**config.mk**
```make
export PLATFORM = sky130hd
export DESIGN_NAME = pipeControl
export DESIGN_NICKNAME = d
export VERILOG_FILES = /design/src/common/pipePkg.sv /design/src/source/stageReg.sv /design/src/frontPipe/issueQueue.sv /design/src/frontPipe/frontPipe.sv /design/src/backPipe/backPipe.sv /design/src/source/hazardUnit.sv /design/src/source/pipeControl.sv
export SDC_FILE = /design/constraint.sdc
export NUM_CORES = 1
export LEC_CHECK = 0
export BUFFER_PORTS_ARGS = -buffer_cell sky130_fd_sc_hd__buf_2
export CORE_ASPECT_RATIO = 0.75
export CORE_MARGIN = 2
export CORE_UTILIZATION = 40
export DETAILED_ROUTE_END_ITERATION = 10
export SLEW_MARGIN = 40
export SYNTH_ARGS = -nofsm -noshare
export SYNTH_HDL_FRONTEND = slang
export SYNTH_SLANG_ARGS = --single-unit
```
**constraint.sdc**
```tcl
create_clock -name clk -period 10.8 [get_ports clk]
set_input_delay 1.08 -clock clk [delete_from_list [all_inputs] [get_ports clk]]
set_output_delay 1.08 -clock clk [all_outputs]
set_load 0.02 [all_outputs]
```
**src/common/pipePkg.sv**
```systemverilog
package pipePkg;

    // datapath widths
    localparam int tagWidth = 8;
    localparam int pcWidth = 32;

    // issue queue sizing
    localparam int queueDepth = 8;
    localparam int queueSlack = 2;
    localparam int queuePtrWidth = $clog2(queueDepth);
    localparam int queueCountWidth = $clog2(queueDepth + 1);

    // packet as delivered by fetch, events already marked
    typedef struct packed {
        logic [pcWidth-1:0] pc;
        logic [tagWidth-1:0] tag;
        logic isBranch;
        logic isExcp;
        logic [pcWidth-1:0] target;
    } fetchPacket;

    // payload of every stage register
    typedef struct packed {
        logic valid;
        fetchPacket pkt;
    } microOp;

    // per-stage stall and flush controls
    typedef struct packed {
        logic stallF;
        logic stallF2;
        logic flushF2;
        logic stallD;
        logic flushD;
        logic stallI;
        logic stallIDe;
        logic flushI;
        logic flushQueue;
        logic stallE;
        logic flushE;
        logic stallM;
        logic flushM;
        logic stallM2;
        logic flushM2;
        logic flushW;
    } hazardCtrl;

    // where fetch restarts after a flush
    typedef struct packed {
        logic [tagWidth-1:0] tag;
        logic [pcWidth-1:0] target;
    } redirectInfo;

endpackage

```
**src/source/stageReg.sv**
```systemverilog
`timescale 1ns/10ps

// payload must carry a valid field, which flush and reset clear
module stageReg #(
    parameter type payloadType = pipePkg::microOp
) (
    input  logic       clk,
    input  logic       reset,
    input  logic       stall,
    input  logic       flush,
    input  payloadType in,
    output payloadType out
);

    // flush inserts a bubble, stall keeps the current content
    always_ff @(posedge clk) begin
        if (reset || flush) begin
            out.valid <= 1'b0;
        end else if (!stall) begin
            out <= in;
        end
    end

endmodule

```
**src/frontPipe/issueQueue.sv**
```systemverilog
`timescale 1ns/10ps

module issueQueue (
    input  logic                clk,
    input  logic                reset,
    input  logic                push,
    input  pipePkg::fetchPacket pushData,
    input  logic                pop,
    output logic                popValid,
    output pipePkg::fetchPacket popData,
    input  logic                flush,
    input  logic                stallDe,
    output logic                overflow
);

    pipePkg::fetchPacket entries [pipePkg::queueDepth];

    logic [pipePkg::queuePtrWidth-1:0] wrPtr;
    logic [pipePkg::queuePtrWidth-1:0] rdPtr;
    logic [pipePkg::queueCountWidth-1:0] count;
    logic doPush;
    logic doPop;

    // enqueue keeps going while dequeue is held
    assign doPush = push && !flush && (count < pipePkg::queueCountWidth'(pipePkg::queueDepth));
    assign doPop = pop && !flush && !stallDe && popValid;

    // an entry is visible the cycle after it is written
    assign popValid = (count != '0);
    assign popData = entries[rdPtr];

    // raised early so that packets in fetch-2 and decode still fit
    assign overflow = (pipePkg::queueDepth - int'(count)) < pipePkg::queueSlack;

    always_ff @(posedge clk) begin
        if (doPush) begin
            entries[wrPtr] <= pushData;
        end
    end

    always_ff @(posedge clk) begin
        if (reset || flush) begin
            wrPtr <= '0;
            rdPtr <= '0;
            count <= '0;
        end else begin
            if (doPush) begin
                if (wrPtr == pipePkg::queuePtrWidth'(pipePkg::queueDepth - 1)) begin
                    wrPtr <= '0;
                end else begin
                    wrPtr <= wrPtr + 1'b1;
                end
            end
            if (doPop) begin
                if (rdPtr == pipePkg::queuePtrWidth'(pipePkg::queueDepth - 1)) begin
                    rdPtr <= '0;
                end else begin
                    rdPtr <= rdPtr + 1'b1;
                end
            end
            // simultaneous push and pop leaves count as it is
            if (doPush && !doPop) begin
                count <= count + 1'b1;
            end else if (doPop && !doPush) begin
                count <= count - 1'b1;
            end
        end
    end

endmodule

```
**src/frontPipe/frontPipe.sv**
```systemverilog
`timescale 1ns/10ps

module frontPipe (
    input  logic                clk,
    input  logic                reset,
    input  logic                fetchValid,
    input  pipePkg::fetchPacket fetchIn,
    input  pipePkg::hazardCtrl  ctrl,
    output pipePkg::microOp     issueOut,
    output logic                branchI,
    output logic                overflowI
);

    pipePkg::microOp fetch2In;
    pipePkg::microOp fetch2Out;
    pipePkg::microOp decodeOut;
    pipePkg::microOp issueIn;

    logic queuePush;
    logic queuePop;
    logic queueValid;
    pipePkg::fetchPacket queueData;

    // strobe offered during a fetch stall is dropped
    always_comb begin
        fetch2In.valid = fetchValid && !ctrl.stallF;
        fetch2In.pkt = fetchIn;
    end

    stageReg #(.payloadType(pipePkg::microOp)) fetch2Reg (
        .clk  (clk),
        .reset(reset),
        .stall(ctrl.stallF2),
        .flush(ctrl.flushF2),
        .in   (fetch2In),
        .out  (fetch2Out)
    );

    stageReg #(.payloadType(pipePkg::microOp)) decodeReg (
        .clk  (clk),
        .reset(reset),
        .stall(ctrl.stallD),
        .flush(ctrl.flushD),
        .in   (fetch2Out),
        .out  (decodeOut)
    );

    // decode hands its packet over only when it moves on
    assign queuePush = decodeOut.valid && !ctrl.stallD && !ctrl.flushD && !ctrl.stallI;

    // dequeue hold comes in through stallDe
    assign queuePop = !ctrl.flushI;

    issueQueue queue (
        .clk     (clk),
        .reset   (reset),
        .push    (queuePush),
        .pushData(decodeOut.pkt),
        .pop     (queuePop),
        .popValid(queueValid),
        .popData (queueData),
        .flush   (ctrl.flushQueue),
        .stallDe (ctrl.stallIDe),
        .overflow(overflowI)
    );

    always_comb begin
        issueIn.valid = queueValid && queuePop;
        issueIn.pkt = queueData;
    end

    stageReg #(.payloadType(pipePkg::microOp)) issueReg (
        .clk  (clk),
        .reset(reset),
        .stall(ctrl.stallIDe),
        .flush(ctrl.flushI),
        .in   (issueIn),
        .out  (issueOut)
    );

    assign branchI = issueOut.valid && issueOut.pkt.isBranch;

endmodule

```
**src/backPipe/backPipe.sv**
```systemverilog
`timescale 1ns/10ps

module backPipe (
    input  logic                clk,
    input  logic                reset,
    input  pipePkg::hazardCtrl  ctrl,
    input  pipePkg::microOp     issueIn,
    output logic                excpM,
    output logic                excpW,
    output pipePkg::microOp     memOut,
    output pipePkg::microOp     wbOut,
    output logic                retireValid,
    output pipePkg::fetchPacket retireOut
);

    pipePkg::microOp execOut;
    pipePkg::microOp mem2In;
    pipePkg::microOp mem2Out;

    stageReg #(.payloadType(pipePkg::microOp)) execReg (
        .clk  (clk),
        .reset(reset),
        .stall(ctrl.stallE),
        .flush(ctrl.flushE),
        .in   (issueIn),
        .out  (execOut)
    );

    stageReg #(.payloadType(pipePkg::microOp)) memReg (
        .clk  (clk),
        .reset(reset),
        .stall(ctrl.stallM),
        .flush(ctrl.flushM),
        .in   (execOut),
        .out  (memOut)
    );

    assign excpM = memOut.valid && memOut.pkt.isExcp;

    // faulting packet stops here once it has been reported
    always_comb begin
        mem2In = memOut;
        mem2In.valid = memOut.valid && !memOut.pkt.isExcp;
    end

    stageReg #(.payloadType(pipePkg::microOp)) mem2Reg (
        .clk  (clk),
        .reset(reset),
        .stall(ctrl.stallM2),
        .flush(ctrl.flushM2),
        .in   (mem2In),
        .out  (mem2Out)
    );

    // writeback is never stalled
    stageReg #(.payloadType(pipePkg::microOp)) wbReg (
        .clk  (clk),
        .reset(reset),
        .stall(1'b0),
        .flush(ctrl.flushW),
        .in   (mem2Out),
        .out  (wbOut)
    );

    assign excpW = wbOut.valid && wbOut.pkt.isExcp;

    assign retireValid = wbOut.valid && !wbOut.pkt.isExcp && !ctrl.flushW;
    assign retireOut = wbOut.pkt;

endmodule

```
**src/source/hazardUnit.sv**
```systemverilog
`timescale 1ns/10ps

module hazardUnit (
    input  logic               clk,
    input  logic               reset,
    input  logic               branchI,
    input  logic               iWait,
    input  logic               dWait,
    input  logic               eWait,
    input  logic               overflowI,
    input  logic               excpM,
    input  logic               excpW,
    output pipePkg::hazardCtrl ctrl
);

    // redirect seen while fetch was still busy
    logic excpPending;
    logic excpPendingNext;
    logic branchPending;
    logic branchPendingNext;

    always_ff @(posedge clk) begin
        if (reset) begin
            excpPending <= 1'b0;
            branchPending <= 1'b0;
        end else begin
            excpPending <= excpPendingNext;
            branchPending <= branchPendingNext;
        end
    end

    always_comb begin
        ctrl = '0;
        excpPendingNext = excpPending;
        branchPendingNext = branchPending;

        if (excpW || excpM) begin
            // everything younger than the faulting packet goes
            ctrl.flushF2 = 1'b1;
            ctrl.flushD = 1'b1;
            ctrl.flushI = 1'b1;
            ctrl.flushQueue = 1'b1;
            ctrl.flushE = 1'b1;
            ctrl.flushM = 1'b1;
            if (excpW) begin
                ctrl.flushM2 = 1'b1;
                ctrl.flushW = 1'b1;
            end
            if (iWait) begin
                ctrl.stallF = 1'b1;
                excpPendingNext = 1'b1;
            end
        end else if (dWait) begin
            // hold through memory, bubble into memory-2
            ctrl.stallF = 1'b1;
            ctrl.stallF2 = 1'b1;
            ctrl.stallD = 1'b1;
            ctrl.stallI = 1'b1;
            ctrl.stallIDe = 1'b1;
            ctrl.stallE = 1'b1;
            ctrl.stallM = 1'b1;
            ctrl.flushM2 = 1'b1;
        end else if (eWait) begin
            // issue and execute hold, the front keeps filling the queue
            ctrl.stallIDe = 1'b1;
            ctrl.stallE = 1'b1;
            ctrl.flushM = 1'b1;
            if (overflowI) begin
                ctrl.stallF = 1'b1;
                ctrl.stallF2 = 1'b1;
                ctrl.stallD = 1'b1;
                ctrl.stallI = 1'b1;
            end else if (iWait) begin
                ctrl.stallF = 1'b1;
                ctrl.flushF2 = 1'b1;
            end
        end else if (branchI) begin
            // the branch itself moves on to execute
            ctrl.flushF2 = 1'b1;
            ctrl.flushD = 1'b1;
            ctrl.flushI = 1'b1;
            ctrl.flushQueue = 1'b1;
            if (iWait) begin
                ctrl.stallF = 1'b1;
                branchPendingNext = 1'b1;
            end
        end else if (overflowI) begin
            // queue keeps draining into issue
            ctrl.stallF = 1'b1;
            ctrl.stallF2 = 1'b1;
            ctrl.stallD = 1'b1;
            ctrl.stallI = 1'b1;
        end else if (iWait) begin
            ctrl.stallF = 1'b1;
            ctrl.flushF2 = 1'b1;
        end

        // fetch released, drop the stale packet it delivers
        if (!ctrl.stallF && excpPending) begin
            ctrl.flushF2 = 1'b1;
            ctrl.flushD = 1'b1;
            excpPendingNext = 1'b0;
        end
        if (!ctrl.stallF && branchPending) begin
            ctrl.flushF2 = 1'b1;
            ctrl.flushD = 1'b1;
            branchPendingNext = 1'b0;
        end
    end

endmodule

```
**src/source/pipeControl.sv**
```systemverilog
`timescale 1ns/10ps

module pipeControl (
    input  logic                 clk,
    input  logic                 reset,
    input  logic                 fetchValid,
    input  pipePkg::fetchPacket  fetchIn,
    input  logic                 iWait,
    input  logic                 dWait,
    input  logic                 eWait,
    output logic                 fetchStall,
    output logic                 retireValid,
    output pipePkg::fetchPacket  retireOut,
    output logic                 redirectValid,
    output pipePkg::redirectInfo redirectOut
);

    pipePkg::hazardCtrl ctrl;
    pipePkg::microOp issueOut;
    pipePkg::microOp memOut;
    pipePkg::microOp wbOut;
    pipePkg::microOp redirectSrc;

    logic branchI;
    logic overflowI;
    logic excpM;
    logic excpW;

    frontPipe front (
        .clk       (clk),
        .reset     (reset),
        .fetchValid(fetchValid),
        .fetchIn   (fetchIn),
        .ctrl      (ctrl),
        .issueOut  (issueOut),
        .branchI   (branchI),
        .overflowI (overflowI)
    );

    backPipe back (
        .clk        (clk),
        .reset      (reset),
        .ctrl       (ctrl),
        .issueIn    (issueOut),
        .excpM      (excpM),
        .excpW      (excpW),
        .memOut     (memOut),
        .wbOut      (wbOut),
        .retireValid(retireValid),
        .retireOut  (retireOut)
    );

    hazardUnit hazard (
        .clk      (clk),
        .reset    (reset),
        .branchI  (branchI),
        .iWait    (iWait),
        .dWait    (dWait),
        .eWait    (eWait),
        .overflowI(overflowI),
        .excpM    (excpM),
        .excpW    (excpW),
        .ctrl     (ctrl)
    );

    assign fetchStall = ctrl.stallF;

    // queue flush marks the cycle an exception or a branch is taken
    assign redirectValid = ctrl.flushQueue;

    // oldest exception first, otherwise the branch in issue
    always_comb begin
        if (excpW) begin
            redirectSrc = wbOut;
        end else if (excpM) begin
            redirectSrc = memOut;
        end else begin
            redirectSrc = issueOut;
        end
        redirectOut.tag = redirectSrc.pkt.tag;
        redirectOut.target = redirectSrc.pkt.target;
    end

endmodule

```
==> run summary <==
Status -> completed
CTS Buffer Depth -> 3
Sequential share of the synthesized area -> 0.8360
Placed cell area -> 42510 um2
Hold Path Sink -> front.decodeReg.out[7]
Worst-path clk slew -> 0.06 ns
Mean post-synth cell area -> 23.23 um2
Hold Path Class -> reg2reg
Total routing usage reported by global routing -> 0.1469
Combinational share of power -> 0.081
Pwr Density -> 214.6 nW/um2
Final nets -> 2024
1st-iter DRT viols -> 1288
Final Util -> 0.4621
Core footprint -> 99600 um2
Die width -> 370.6 um
Syn Nets -> 1825
First-pass GRT wire length -> 113500 um
Final setup viols -> 0
Initial Util -> 0.4049
Routed WL -> 75650 um
Vias -> 16850
Avg Vias per Cell -> 5.032
Reg2reg setup slack -> 6.91 ns
Synth-to-Final Area Change -> 14.12%
Cell Chain, Critical Path -> inv_1 > ha_1 > nor2_1 > a311oi_1 > a21oi_1 > or2_2 > buf_2
Sw frac -> 0.2236
Setup Skew -> 0.03545 ns
Post-Synth XOR/XNOR Area -> 0.0004344
Setup_tns -> 0 ns
Clock sink total -> 1129
Post-synthesis sequential element count -> 1129
Largest net degree at the start of global routing -> 84
CP required -> 9.72 ns
Top FF cell, synth -> edfxtp_1
Largest family of logic cells by synthesized area -> multiplexers
Final Hold Vio Count -> 0
Final GP Congestion -> 0.7382
Netlist cell types -> 54
Antenna violation net count after detailed routing -> 0
Fin crit period -> 4.118 ns
CP Max Fanout -> 7
Period utilization -> 0.3813
Post-Synthesis Cells -> 1736
Slew Viols, Final -> 0
Yosys warnings -> 0
Pint -> 7666 uW
Worst Hold Path Cells -> 0
Initial antenna violation count -> 6
Design area -> 46020 um2
Unrepaired setup endpoints after global routing -> false
Dpl cells -> 3150
Worst-margin pin slew -> 0.8349 ns
Port Buffer Count -> 196
EDFF count, synth -> 1110
Number of inserted diodes -> 0
Number of global-route vias before repair -> 17820
Post-CTS setup buffer count -> 0
Commonest cells after routing, fill and taps aside -> 1110 x edfxtp_1, 196 x buf_2, 148 x mux4_2, 106 x clkbuf_16, 75 x mux2_2
DR pass1 iterations -> 7
RR Startpoint -> front.queue.count[0]
Commonest non-fill, non-tap cell in the layout -> edfxtp_1
Ys async rst share -> 0
Reg-to-reg endpoint -> front.queue.entries[3][2]
Row count -> 100
Total gr overflow -> 0
Synthesized area -> 40320 um2
Pleak -> 0.01444 uW
HP Start -> front.fetch2Reg.out[7]
Worst Path Class, Setup -> reg2out
Crit path DAT -> 3.04 ns
Max VDD drop -> 132.4 uV
Share of layout cells above drive strength 1 -> 0.3169
Simple-gate share of the synthesized area -> 0.01331
Drc violations -> 0
Die Area -> 103400 um2
Root buf cell -> clkbuf_16
Slowest CP cell -> a311oi_1
Mux cell area share after synthesis -> 0.1148
Worst skew pair latency -> 0.67 ns
CTS tree -> built
Layout Cells excl Fill -> 3349
Critical path's largest stage delay -> 0.63 ns
Die height -> 279.0 um
Post-CTS Resized -> 0
Ports -> 197
HPWL Detailed -> 42590 um
F_max -> 242.9 MHz
Cell count of the worst reg-to-reg path -> 8
CTS H-Tree Depth -> 3
Clock share of power -> 0.372
Area share of fa/ha/maj cells after synthesis -> 0.002979
Total of max-cap violations -> 0
Wire per inst -> 22.59 um
Rel. slew slack -> 0.4434
Setup crit start kind -> flip-flop
CP Capture Type -> primary output
CTS buffer count -> 106
Hold buffers post-CTS -> 0
Seq pwr share -> 0.547
P_sw -> 2208 uW
Synth Area in Compound Gates -> 0.01123
## metrics by stage
stage               setup slack (ns)  hold WS, ns  total power [uW]
detailed placement             6.636       0.4045              6319
global route                   6.433       0.4074             10270
global placement               6.536       0.4008              6284
floorplan                      2.470       0.4003              6057
CTS                            6.662       0.3951             10000
finish                         6.682       0.4012              9874
## cell type report
| type | count | area (um2) |
|---|---|---|
| Clock buffer | 119 | 2701 |
| Clock inverter | 77 | 758.2 |
| Fill cell | 8248 | 53580 |
| Multi-Input combinational cell | 463 | 5853 |
| Tap cell | 1326 | 1659 |
| Inverter | 7 | 26.28 |
| Timing Repair Buffer | 228 | 1299 |
| Sequential cell | 1129 | 33720 |
## power groups by stage
stage          logic (uW)  clock network, uW  registers [uW]
3_3_place_gp          799                  0            5480
5_1_grt               872               3950            5450
4_1_cts               821               3770            5410
2_1_floorplan         650                  0            5410
3_5_place_dp          814                  0            5510
6_report              799               3670            5400
## synth_stat cells, drive strengths merged (4+ instances only)
master	number	area share
edfxtp	1110	0.83
mux2i	45	0.011
o21ai	46	0.0057
nand2	47	0.0044
ha	8	0.0025
a21oi	14	0.0017
dfxtp	19	0.0094
inv	7	0.00065
clkbuf	37	0.0038
and2	4	0.00065
mux2	75	0.021
mux4	148	0.083
nor3	4	0.00050
nor2	20	0.0019
and3	4	0.00065
buf	100	0.017
nor3b	6	0.0011
## logic make-up after synthesis
group,after synthesis
multiplexers,268
adder cells (fa/ha/maj),9
XOR/XNOR,2
AND/OR/NAND/NOR,107
buffers and inverters,144
flip-flops,1129
AO/OA/AOI/OAI,77
## critical path: cells and delay by family, from the launching register on
family                     cells  cell delay, ns
AOI/OAI and AO/OA              2            0.90
adders and majority gates      1            0.34
buffers and inverters          2            0.24
DFF                            1            0.48
and+or+nand+nor                2            0.42
## routing by layer
layer / global-route usage / share of wire / vias to the layer above
li1: - / - / 7430
met1: 0.2095 / 0.46 / 8907
met2: 0.2350 / 0.48 / 394
met3: 0.02596 / 0.045 / 120
met4: 0.03748 / 0.020 / 0
met5: 0 / 0 / -
## sequential cells by signal, indices dropped and copies added (netlist names)
| register | flops |
|---|---|
| back.memReg.out | 75 |
| front.queue.rdPtr | 3 |
| back.execReg.out | 75 |
| back.wbReg.out | 75 |
| front.queue.wrPtr | 3 |
| front.issueReg.out | 75 |
| hazard.branchPending | 1 |
| front.queue.entries | 592 |
| hazard.excpPending | 1 |
| front.queue.count | 4 |
| front.fetch2Reg.out | 75 |
| back.mem2Reg.out | 75 |
| front.decodeReg.out | 75 |
## worst max-delay path by stage
stage | startpoint | endpoint | depth (start not counted)
finish | front.queue.count[0] | fetchStall | 7
global route | front.queue.count[0] | fetchStall | 7
CTS | front.queue.count[0] | fetchStall | 7
detailed placement | dWait | front.queue.entries[2][13] | 7
global placement | dWait | front.queue.entries[7][1] | 6
floorplan | dWait | front.queue.entries[2][0] | 6
No activity file was read; power rests on OpenSTA's default activity.
